`config.mk`:
```
export PLATFORM = sky130hd
export DESIGN_NAME = radio_ctrl_top
export DESIGN_NICKNAME = d
export VERILOG_FILES = /design/src/radio_pkg.sv /design/src/settings_ctrl.sv /design/src/misc_regs.sv /design/src/vita_timer.sv /design/src/readback_mux.sv /design/src/radio_ctrl_top.sv
export VERILOG_INCLUDE_DIRS = /design/src
export SDC_FILE = /design/constraint.sdc
export NUM_CORES = 1
export LEC_CHECK = 0
export ABC_AREA = 0
export BUFFER_PORTS_ARGS = -buffer_cell sky130_fd_sc_hd__buf_2
export CAP_MARGIN = 20
export CORE_ASPECT_RATIO = 0.9
export CORE_MARGIN = 5
export CORE_UTILIZATION = 60
export DETAILED_ROUTE_END_ITERATION = 16
export GPL_ROUTABILITY_DRIVEN = 0
export GPL_TIMING_DRIVEN = 0
export PLACE_DENSITY = 0.81
export SLEW_MARGIN = 20
export SYNTH_ARGS = -nofsm -noshare
export SYNTH_HDL_FRONTEND = slang
export SYNTH_SLANG_ARGS = --single-unit
```
`constraint.sdc`:
```
create_clock -name dsp_clk -period 17.1 [get_ports dsp_clk]
set_input_delay 1.71 -clock dsp_clk [delete_from_list [all_inputs] [get_ports dsp_clk]]
set_output_delay 1.71 -clock dsp_clk [all_outputs]
set_load 0.02 [all_outputs]
```
`src/radio_config.svh`:
```
// Board settings-bus configuration: register map, widths and reset values
`ifndef RADIO_CONFIG_SVH
`define RADIO_CONFIG_SVH

// Settings bus word sizes
`define SET_ADDR_W 8
`define SET_DATA_W 32

// Board control register block
`define SR_MISC_BASE   0
`define SR_CLK_OFS     0
`define SR_SER_OFS     1
`define SR_ADC_OFS     2
`define SR_LED_OFS     3
`define SR_PHY_OFS     4
`define SR_LED_SRC_OFS 6

// VITA time registers
`define SR_TIME64_BASE     10
`define SR_TIME_HI_OFS     0
`define SR_TIME_LO_NOW_OFS 1
`define SR_TIME_LO_PPS_OFS 2

// LEDs 1 to 4 on hardware status out of reset
`define LED_W         8
`define LED_SRC_RESET 8'h1E

// Major in the upper half, minor in the lower half
`define COMPAT_NUM {16'd9, 16'd0}
`define RB_SEL_W   4

`endif

```
`src/radio_pkg.sv`:
```
// Shared settings-bus types: data word views and register write enables
`include "radio_config.svh"

package radio_pkg;

   // Same data word, read by field according to the target register
   typedef union packed {
      logic [`SET_DATA_W-1:0] raw;
      struct packed {
         logic [`SET_DATA_W-6:0] unused;
         logic                   clock_ready;
         logic [1:0]             clk_en;
         logic [1:0]             clk_sel;
      } clk;
      struct packed {
         logic [`SET_DATA_W-5:0] unused;
         logic                   enable;
         logic                   prbsen;
         logic                   loopen;
         logic                   rx_en;
      } ser;
      struct packed {
         logic [`SET_DATA_W-5:0] unused;
         logic                   oe_a;
         logic                   on_a;
         logic                   oe_b;
         logic                   on_b;
      } adc;
   } set_data_u;

   // Bit positions inside the write enable vector
   localparam int unsigned we_clk         = 0;
   localparam int unsigned we_ser         = 1;
   localparam int unsigned we_adc         = 2;
   localparam int unsigned we_led         = 3;
   localparam int unsigned we_phy         = 4;
   localparam int unsigned we_led_src     = 5;
   localparam int unsigned we_time_hi     = 6;
   localparam int unsigned we_time_lo_now = 7;
   localparam int unsigned we_time_lo_pps = 8;
   localparam int unsigned we_count       = 9;

   typedef logic [we_count-1:0] set_we_t;

endpackage

```
`src/settings_ctrl.sv`:
```
// Settings write arbiter for host and command sources, with address decode
`include "radio_config.svh"

module settings_ctrl (
   input  logic                   dsp_clk,
   input  logic                   por_rst,
   input  logic                   host_stb_i,
   input  logic [`SET_ADDR_W-1:0] host_addr_i,
   input  logic [`SET_DATA_W-1:0] host_data_i,
   input  logic                   cmd_stb_i,
   input  logic [`SET_ADDR_W-1:0] cmd_addr_i,
   input  logic [`SET_DATA_W-1:0] cmd_data_i,
   output radio_pkg::set_we_t     set_we_o,
   output radio_pkg::set_data_u   set_data_o
);

   localparam logic [`SET_ADDR_W-1:0] addr_clk = `SET_ADDR_W'(`SR_MISC_BASE + `SR_CLK_OFS);
   localparam logic [`SET_ADDR_W-1:0] addr_ser = `SET_ADDR_W'(`SR_MISC_BASE + `SR_SER_OFS);
   localparam logic [`SET_ADDR_W-1:0] addr_adc = `SET_ADDR_W'(`SR_MISC_BASE + `SR_ADC_OFS);
   localparam logic [`SET_ADDR_W-1:0] addr_led = `SET_ADDR_W'(`SR_MISC_BASE + `SR_LED_OFS);
   localparam logic [`SET_ADDR_W-1:0] addr_phy = `SET_ADDR_W'(`SR_MISC_BASE + `SR_PHY_OFS);
   localparam logic [`SET_ADDR_W-1:0] addr_led_src =
      `SET_ADDR_W'(`SR_MISC_BASE + `SR_LED_SRC_OFS);
   localparam logic [`SET_ADDR_W-1:0] addr_time_hi =
      `SET_ADDR_W'(`SR_TIME64_BASE + `SR_TIME_HI_OFS);
   localparam logic [`SET_ADDR_W-1:0] addr_time_lo_now =
      `SET_ADDR_W'(`SR_TIME64_BASE + `SR_TIME_LO_NOW_OFS);
   localparam logic [`SET_ADDR_W-1:0] addr_time_lo_pps =
      `SET_ADDR_W'(`SR_TIME64_BASE + `SR_TIME_LO_PPS_OFS);

   logic                   host_pend;
   logic [`SET_ADDR_W-1:0] pend_addr;
   logic [`SET_DATA_W-1:0] pend_data;

   logic                   win_stb;
   logic [`SET_ADDR_W-1:0] win_addr;
   logic [`SET_DATA_W-1:0] win_data;

   ////////////////////////////////////////////////////////////
   // Arbitration, command source first

   // Host write that collides waits here for one cycle
   always_ff @(posedge dsp_clk) begin
      if (por_rst) begin
         host_pend <= 1'b0;
      end else begin
         host_pend <= cmd_stb_i & (host_stb_i | host_pend);
      end
   end

   always_ff @(posedge dsp_clk) begin
      if (cmd_stb_i && host_stb_i) begin
         pend_addr <= host_addr_i;
         pend_data <= host_data_i;
      end
   end

   always_comb begin
      win_stb = cmd_stb_i | host_pend | host_stb_i;
      if (cmd_stb_i) begin
         win_addr = cmd_addr_i;
         win_data = cmd_data_i;
      end else if (host_pend) begin
         win_addr = pend_addr;
         win_data = pend_data;
      end else begin
         win_addr = host_addr_i;
         win_data = host_data_i;
      end
   end

   ////////////////////////////////////////////////////////////
   // Address decode

   always_comb begin
      set_we_o = '0;
      if (win_stb) begin
         case (win_addr)
            addr_clk:         set_we_o[radio_pkg::we_clk] = 1'b1;
            addr_ser:         set_we_o[radio_pkg::we_ser] = 1'b1;
            addr_adc:         set_we_o[radio_pkg::we_adc] = 1'b1;
            addr_led:         set_we_o[radio_pkg::we_led] = 1'b1;
            addr_phy:         set_we_o[radio_pkg::we_phy] = 1'b1;
            addr_led_src:     set_we_o[radio_pkg::we_led_src] = 1'b1;
            addr_time_hi:     set_we_o[radio_pkg::we_time_hi] = 1'b1;
            addr_time_lo_now: set_we_o[radio_pkg::we_time_lo_now] = 1'b1;
            addr_time_lo_pps: set_we_o[radio_pkg::we_time_lo_pps] = 1'b1;
            default:          set_we_o = '0;
         endcase
      end
   end

   assign set_data_o.raw = win_data;

   // At most one register written per cycle
   assert property (@(posedge dsp_clk) disable iff (por_rst) $onehot0(set_we_o));

   // Host keeps its two-cycle spacing, so a held write never gets overrun
   assert property (@(posedge dsp_clk) disable iff (por_rst) host_pend |-> !host_stb_i);

endmodule

```
`src/misc_regs.sv`:
```
// Board control registers for clocks, serdes, ADC, PHY reset and LEDs
`include "radio_config.svh"

module misc_regs (
   input  logic                 dsp_clk,
   input  logic                 por_rst,
   input  radio_pkg::set_we_t   set_we_i,
   input  radio_pkg::set_data_u set_data_i,
   input  logic                 run_tx_i,
   input  logic                 run_rx_i,
   input  logic                 clk_status_i,
   input  logic                 link_up_i,
   output logic                 clock_ready_o,
   output logic [1:0]           clk_en_o,
   output logic [1:0]           clk_sel_o,
   output logic                 ser_enable_o,
   output logic                 ser_prbsen_o,
   output logic                 ser_loopen_o,
   output logic                 ser_rx_en_o,
   output logic                 adc_oe_a_o,
   output logic                 adc_on_a_o,
   output logic                 adc_oe_b_o,
   output logic                 adc_on_b_o,
   output logic                 phy_reset_n_o,
   output logic [`LED_W-1:0]    leds_o
);

   logic              phy_reset;
   logic [`LED_W-1:0] led_sw;
   logic [`LED_W-1:0] led_src;
   logic [`LED_W-1:0] led_hw;

   ////////////////////////////////////////////////////////////
   // Control registers
   always_ff @(posedge dsp_clk) begin
      if (por_rst) begin
         clock_ready_o <= 1'b0;
         clk_en_o      <= 2'b00;
         clk_sel_o     <= 2'b00;
         ser_enable_o  <= 1'b0;
         ser_prbsen_o  <= 1'b0;
         ser_loopen_o  <= 1'b0;
         ser_rx_en_o   <= 1'b0;
         adc_oe_a_o    <= 1'b0;
         adc_on_a_o    <= 1'b0;
         adc_oe_b_o    <= 1'b0;
         adc_on_b_o    <= 1'b0;
         phy_reset     <= 1'b0;
         led_sw        <= '0;
         led_src       <= `LED_SRC_RESET;
      end else begin
         if (set_we_i[radio_pkg::we_clk]) begin
            clock_ready_o <= set_data_i.clk.clock_ready;
            clk_en_o      <= set_data_i.clk.clk_en;
            clk_sel_o     <= set_data_i.clk.clk_sel;
         end
         if (set_we_i[radio_pkg::we_ser]) begin
            ser_enable_o <= set_data_i.ser.enable;
            ser_prbsen_o <= set_data_i.ser.prbsen;
            ser_loopen_o <= set_data_i.ser.loopen;
            ser_rx_en_o  <= set_data_i.ser.rx_en;
         end
         if (set_we_i[radio_pkg::we_adc]) begin
            adc_oe_a_o <= set_data_i.adc.oe_a;
            adc_on_a_o <= set_data_i.adc.on_a;
            adc_oe_b_o <= set_data_i.adc.oe_b;
            adc_on_b_o <= set_data_i.adc.on_b;
         end
         if (set_we_i[radio_pkg::we_phy]) begin
            phy_reset <= set_data_i.raw[0];
         end
         if (set_we_i[radio_pkg::we_led]) begin
            led_sw <= set_data_i.raw[`LED_W-1:0];
         end
         if (set_we_i[radio_pkg::we_led_src]) begin
            led_src <= set_data_i.raw[`LED_W-1:0];
         end
      end
   end

   // PHY reset pin is active low
   assign phy_reset_n_o = ~phy_reset;

   ////////////////////////////////////////////////////////////
   // LED source select, 1 picks hardware status per bit
   assign led_hw = {{(`LED_W-5){1'b0}}, run_tx_i, run_rx_i, clk_status_i, link_up_i, 1'b0};
   assign leds_o = (led_src & led_hw) | (~led_src & led_sw);

   // Status LEDs owned by hardware as soon as reset lifts
   assert property (@(posedge dsp_clk) $fell(por_rst) |-> led_src == `LED_SRC_RESET);

endmodule

```
`src/vita_timer.sv`:
```
// 64-bit VITA time counter with immediate or PPS-timed load and PPS latch
`include "radio_config.svh"

module vita_timer (
   input  logic                 dsp_clk,
   input  logic                 por_rst,
   input  radio_pkg::set_we_t   set_we_i,
   input  radio_pkg::set_data_u set_data_i,
   input  logic                 pps_i,
   output logic [63:0]          vita_time_o,
   output logic [63:0]          vita_time_pps_o,
   output logic                 pps_seen_o
);

   // Two sync stages plus one for edge detection
   logic [2:0]             pps_sync;
   logic                   pps_edge;

   logic [`SET_DATA_W-1:0] time_hi;
   logic [63:0]            pps_load;
   logic                   pps_arm;
   logic                   load_now;
   logic                   load_pps;

   always_ff @(posedge dsp_clk) begin
      if (por_rst) begin
         pps_sync <= 3'b000;
      end else begin
         pps_sync <= {pps_sync[1:0], pps_i};
      end
   end

   assign pps_edge = pps_sync[1] & ~pps_sync[2];

   assign load_now = set_we_i[radio_pkg::we_time_lo_now];
   assign load_pps = pps_arm & pps_edge;

   ////////////////////////////////////////////////////////////
   // Staged high word and the armed PPS value
   always_ff @(posedge dsp_clk) begin
      if (set_we_i[radio_pkg::we_time_hi]) begin
         time_hi <= set_data_i.raw;
      end
      if (set_we_i[radio_pkg::we_time_lo_pps]) begin
         pps_load <= {time_hi, set_data_i.raw};
      end
   end

   always_ff @(posedge dsp_clk) begin
      if (por_rst) begin
         pps_arm <= 1'b0;
      end else if (set_we_i[radio_pkg::we_time_lo_pps]) begin
         pps_arm <= 1'b1;
      end else if (load_pps) begin
         pps_arm <= 1'b0;
      end
   end

   ////////////////////////////////////////////////////////////
   // Counter and PPS time latch
   always_ff @(posedge dsp_clk) begin
      if (por_rst) begin
         vita_time_o     <= '0;
         vita_time_pps_o <= '0;
         pps_seen_o      <= 1'b0;
      end else begin
         if (load_now) begin
            vita_time_o <= {time_hi, set_data_i.raw};
         end else if (load_pps) begin
            vita_time_o <= pps_load;
         end else begin
            vita_time_o <= vita_time_o + 64'd1;
         end
         // On a timed load the latch holds the loaded time
         if (pps_edge) begin
            vita_time_pps_o <= load_pps ? pps_load : vita_time_o;
            pps_seen_o      <= 1'b1;
         end
      end
   end

   assert property (@(posedge dsp_clk) disable iff (por_rst) !(load_now && load_pps));

endmodule

```
`src/readback_mux.sv`:
```
// Registered sixteen-word readback of time, PPS time, version and status
`include "radio_config.svh"

module readback_mux (
   input  logic                   dsp_clk,
   input  logic                   por_rst,
   input  logic [`RB_SEL_W-1:0]   rb_sel_i,
   input  logic [63:0]            vita_time_i,
   input  logic [63:0]            vita_time_pps_i,
   input  logic                   clk_status_i,
   input  logic                   link_up_i,
   input  logic                   pps_seen_i,
   output logic [`SET_DATA_W-1:0] rb_data_o
);

   localparam logic [`RB_SEL_W-1:0] rb_time_hi     = `RB_SEL_W'(10);
   localparam logic [`RB_SEL_W-1:0] rb_time_lo     = `RB_SEL_W'(11);
   localparam logic [`RB_SEL_W-1:0] rb_compat      = `RB_SEL_W'(12);
   localparam logic [`RB_SEL_W-1:0] rb_flags       = `RB_SEL_W'(13);
   localparam logic [`RB_SEL_W-1:0] rb_pps_time_hi = `RB_SEL_W'(14);
   localparam logic [`RB_SEL_W-1:0] rb_pps_time_lo = `RB_SEL_W'(15);

   logic [`SET_DATA_W-1:0] flags;
   logic [`SET_DATA_W-1:0] rb_next;

   // Clock status in bit 12, link in bit 10, PPS seen in bit 0
   assign flags = {19'b0, clk_status_i, 1'b0, link_up_i, 9'b0, pps_seen_i};

   always_comb begin
      case (rb_sel_i)
         rb_time_hi:     rb_next = vita_time_i[63:32];
         rb_time_lo:     rb_next = vita_time_i[31:0];
         rb_compat:      rb_next = `COMPAT_NUM;
         rb_flags:       rb_next = flags;
         rb_pps_time_hi: rb_next = vita_time_pps_i[63:32];
         rb_pps_time_lo: rb_next = vita_time_pps_i[31:0];
         // Words of removed blocks
         default:        rb_next = '0;
      endcase
   end

   always_ff @(posedge dsp_clk) begin
      if (por_rst) begin
         rb_data_o <= '0;
      end else begin
         rb_data_o <= rb_next;
      end
   end

endmodule

```
`src/radio_ctrl_top.sv`:
```
// Board settings-bus core: write arbitration, control registers, timer, readback
`include "radio_config.svh"

module radio_ctrl_top (
   input  logic                   dsp_clk,
   input  logic                   por_rst,
   // Settings write sources
   input  logic                   host_stb_i,
   input  logic [`SET_ADDR_W-1:0] host_addr_i,
   input  logic [`SET_DATA_W-1:0] host_data_i,
   input  logic                   cmd_stb_i,
   input  logic [`SET_ADDR_W-1:0] cmd_addr_i,
   input  logic [`SET_DATA_W-1:0] cmd_data_i,
   // Board status
   input  logic                   pps_i,
   input  logic                   clk_status_i,
   input  logic                   link_up_i,
   input  logic                   run_tx_i,
   input  logic                   run_rx_i,
   // Control lines
   output logic                   clock_ready_o,
   output logic [1:0]             clk_en_o,
   output logic [1:0]             clk_sel_o,
   output logic                   ser_enable_o,
   output logic                   ser_prbsen_o,
   output logic                   ser_loopen_o,
   output logic                   ser_rx_en_o,
   output logic                   adc_oe_a_o,
   output logic                   adc_on_a_o,
   output logic                   adc_oe_b_o,
   output logic                   adc_on_b_o,
   output logic                   phy_reset_n_o,
   output logic [`LED_W-1:0]      leds_o,
   // Readback
   input  logic [`RB_SEL_W-1:0]   rb_sel_i,
   output logic [`SET_DATA_W-1:0] rb_data_o
);

   radio_pkg::set_we_t   set_we;
   radio_pkg::set_data_u set_data;
   logic [63:0]          vita_time;
   logic [63:0]          vita_time_pps;
   logic                 pps_seen;

   settings_ctrl i_settings_ctrl (
      .dsp_clk, .por_rst,
      .host_stb_i, .host_addr_i, .host_data_i,
      .cmd_stb_i, .cmd_addr_i, .cmd_data_i,
      .set_we_o(set_we), .set_data_o(set_data)
   );

   misc_regs i_misc_regs (
      .dsp_clk, .por_rst,
      .set_we_i(set_we), .set_data_i(set_data),
      .run_tx_i, .run_rx_i, .clk_status_i, .link_up_i,
      .clock_ready_o, .clk_en_o, .clk_sel_o,
      .ser_enable_o, .ser_prbsen_o, .ser_loopen_o, .ser_rx_en_o,
      .adc_oe_a_o, .adc_on_a_o, .adc_oe_b_o, .adc_on_b_o,
      .phy_reset_n_o, .leds_o
   );

   vita_timer i_vita_timer (
      .dsp_clk, .por_rst,
      .set_we_i(set_we), .set_data_i(set_data), .pps_i,
      .vita_time_o(vita_time), .vita_time_pps_o(vita_time_pps), .pps_seen_o(pps_seen)
   );

   readback_mux i_readback_mux (
      .dsp_clk, .por_rst, .rb_sel_i,
      .vita_time_i(vita_time), .vita_time_pps_i(vita_time_pps),
      .clk_status_i, .link_up_i, .pps_seen_i(pps_seen),
      .rb_data_o
   );

endmodule

```
==> out/qor.csv <==
stage,metric,value,unit
clocking,Hold Buf Count CTS,0,
clocking,root buf cell,clkbuf_16,
critical_path,CP Launch Point,cmd_addr_i[4],
power_and_ir_drop,Net Sw Power,381,µW
clocking,later-pin clock latency in the skew report,0.52,ns
timing,RSZ-0062 raised after global routing,false,
place,port bufs,142,
power_and_ir_drop,Clk pwr share,43.8,%
timing,Worst Tran Pin Value,1.20,ns
route,Initial DRC Count,2394,
power_and_ir_drop,Reg power frac,50.6,%
clocking,post-CTS sizing,0,
global_route,number of global-route vias before repair,12505,
timing,Tcrit/Tclk final,24.8,%
floorplan,Core Area,24400,µm²
critical_path,RR Endpoint,i_vita_timer.vita_time_o[60],
finish,most frequent cells in the layout,"dfxtp_1, buf_2, nand2_1",
finish,final std cells w/o fill,2013,
power_and_ir_drop,logic gate share of total power,5.6,%
clocking,CTS tree,yes,
place,Post-Place Cell Area,16200,µm²
hold_path,hold crit path type,reg2reg,
place,Cells after DPL,1950,
global_route,largest net degree at the start of global routing,26,
route,total number of vias,13272,
finish,Nets,1745,
route,Routed Wire Length,48100,µm
timing,Fmax,0.236,GHz
power_and_ir_drop,Tot Pwr,1680,µW
yosys,mapped cell area,14900,µm²
critical_path,FF-to-FF path depth,8,
global_route,global-route wire length before repair,71800,µm
timing,relative slew slack,19.7,%
yosys,number of synthesized register bits,332,
floorplan,Die ar.,28100,µm²
yosys,Synth Warn #,0,
hold_path,Hold Path Depth,0,
global_route,GR Overflow Total,0,
yosys,ys flop type,dfxtp_1,
route,DRC,0,
power_and_ir_drop,Sw Share,22.7,%
clocking,CTS Buf Count,35,
floorplan,die width,176,µm
run,Max-Cap Viols,0,
clocking,htree depth,2,
critical_path,crit path DAT,4.60,ns
floorplan,Starting Density,61.1,%
yosys,Avg Inst Size Synth,10.2,µm²
clocking,Clock transition at path regs,0.06,ns
floorplan,IO Pins,147,
critical_path,Setup CP Type,in2reg,
global_route,Tot GR Track Use,32.7,%
power_and_ir_drop,maximum resistive drop on vdd,0.0665,mV
power_and_ir_drop,internal power,1300,µW
timing,final hold viol count,0,
floorplan,Rows,54,
finish,"commonest non-fill, non-tap cell in the layout",dfxtp_1,
timing,Finish-stage setup viols,0,
critical_path,Crit Reg-Reg Startpoint,i_settings_ctrl.host_pend,
critical_path,crit-path max FO,10,
power_and_ir_drop,power per cell area,97.4,nW/µm²
yosys,Mapped Cells,1463,
critical_path,Critical Path RT,17.45,ns
finish,area grow syn2layout,16.0,%
clocking,clock tree buffer depth,3,
finish,ANT cells,0,
finish,post-layout util,70.9,%
route,DR pass1 iterations,8,
yosys,Syn Nets,1557,
yosys,"EDFF count, synth",136,
floorplan,Vert. Die Dim,160,µm
critical_path,Worst setup EP type,flop,
critical_path,crit path to,i_vita_timer.vita_time_o[60],
route,routed len/inst,23.9,µm
timing,min Tclk post-route,4.25,ns
finish,fin area,17300,µm²
outcome,outcome,completed,
route,via density per instance,6.59,
yosys,sequential-to-total area share from yosys stat,53.7,%
finish,share of cells above drive strength 1,15.1,%
timing,"Slew Viols, Final",0,
timing,setup tns final,0,ns
critical_path,CP startpoint kind,input port,
yosys,Synth cell types,67,
global_route,initial antenna violation count,1,
power_and_ir_drop,LEAKAGE,0.00599,µW
clocking,clk sink count,332,
route,Routed Antenna Nets,0,
clocking,post-CTS setup buffers,0,
timing,Setup Skew,0.0253,ns
yosys,"FFs w/ async S/R, synth",0,%
critical_path,r2r setup slk,13.75,ns
place,Post-DP HPWL,35500,µm
-- sequential cells by signal, summed over array words and instances (netlist names), 2 cells and up --
register,count
i_misc_regs.clk_en_o,2
i_misc_regs.clk_sel_o,2
i_misc_regs.led_src,8
i_misc_regs.led_sw,8
i_readback_mux.rb_data_o,32
i_settings_ctrl.pend_addr,8
i_settings_ctrl.pend_data,32
i_vita_timer.pps_load,64
i_vita_timer.pps_sync,3
i_vita_timer.time_hi,32
i_vita_timer.vita_time_o,64
i_vita_timer.vita_time_pps_o,64
-- worst min-delay path by stage --
stage	slack, ns	startpoint	end
after CTS	0.44	i_vita_timer.time_hi[22]	i_vita_timer.pps_load[54]
after global placement	0.42	i_vita_timer.time_hi[25]	i_vita_timer.pps_load[57]
final	0.44	i_vita_timer.time_hi[22]	i_vita_timer.pps_load[54]
after global routing	0.46	i_vita_timer.time_hi[22]	i_vita_timer.pps_load[54]
after detailed placement	0.43	i_vita_timer.time_hi[3]	i_vita_timer.pps_load[35]
after floorplan	0.41	i_vita_timer.pps_sync[0]	i_vita_timer.pps_sync[1]
-- cell usage after synthesis (18+ instances only) --
library cell | count | share of area (%)
mux2i_1 | 121 | 8.1
nor4_1 | 18 | 0.76
a211oi_1 | 66 | 3.3
dfxtp_1 | 196 | 26
xnor2_1 | 21 | 1.2
xor2_1 | 25 | 1.5
a31oi_1 | 20 | 0.84
o21ai_0 | 50 | 1.7
and3_1 | 22 | 0.92
a21oi_1 | 78 | 2.6
nand3_1 | 45 | 1.5
a222oi_1 | 30 | 2.0
nand2_1 | 150 | 3.8
nor2_1 | 144 | 3.6
clkbuf_1 | 90 | 2.3
nand4_1 | 32 | 1.3
edfxtp_1 | 136 | 27
-- through the flow --
stage | worst slack [ns] | hold WS [ns]
after floorplan | 9.67 | 0.414
after global placement | 7.08 | 0.424
after detailed placement | 12.54 | 0.430
after CTS | 13.03 | 0.437
after global routing | 12.86 | 0.456
final | 12.85 | 0.436
-- routing by layer --
metal | part of all wire (%) | up-vias | track usage, % | wire length (µm)
li1 | - | 5837 | - | -
met5 | 0.077 | - | 0 | 37
met1 | 38 | 6157 | 45.8 | 18400
met4 | 4.6 | 4 | 11.6 | 2220
met3 | 16 | 214 | 11.7 | 7570
met2 | 41 | 1060 | 47.0 | 19800
-- power groups by stage --
stage | combinational, µW | clock (µW) | sequential [µW]
2_1_floorplan | 54.3 | 0 | 866
3_3_place_gp | 87.6 | 0 | 868
3_5_place_dp | 91.5 | 0 | 868
4_1_cts | 92.1 | 739 | 851
5_1_grt | 102 | 778 | 853
6_report | 94.5 | 737 | 852
-- worst max-delay path, stage by stage --
cell     delay [ns]
buf_2          0.09
nor4_1         0.41
nand3_1        0.16
a31oi_1        0.82
nand2_1        0.52
nand2_1        0.39
buf_2          0.33
o22ai_1        0.15
-- final cells by class --
cell class	count	area, µm²
buffer	122	489
clock inverter	12	73.8
fill	1841	7110
clock buffer	51	1050
timing repair buffer	151	822
inverter	11	41.3
tap	336	420
sequential	332	8010
multi-input combinational	998	6380
-- cell families after synthesis --
kind of cell | Yosys count | share of synthesized area [%]
xor+xnor | 46 | 2.70
flops | 332 | 53.7
buf+inv | 133 | 3.56
fa+ha+maj | 1 | 0.0839
mux | 126 | 8.50
compound gates | 331 | 15.1
simple gates | 494 | 16.4
Note: power is estimated with default switching activity, not from simulation.
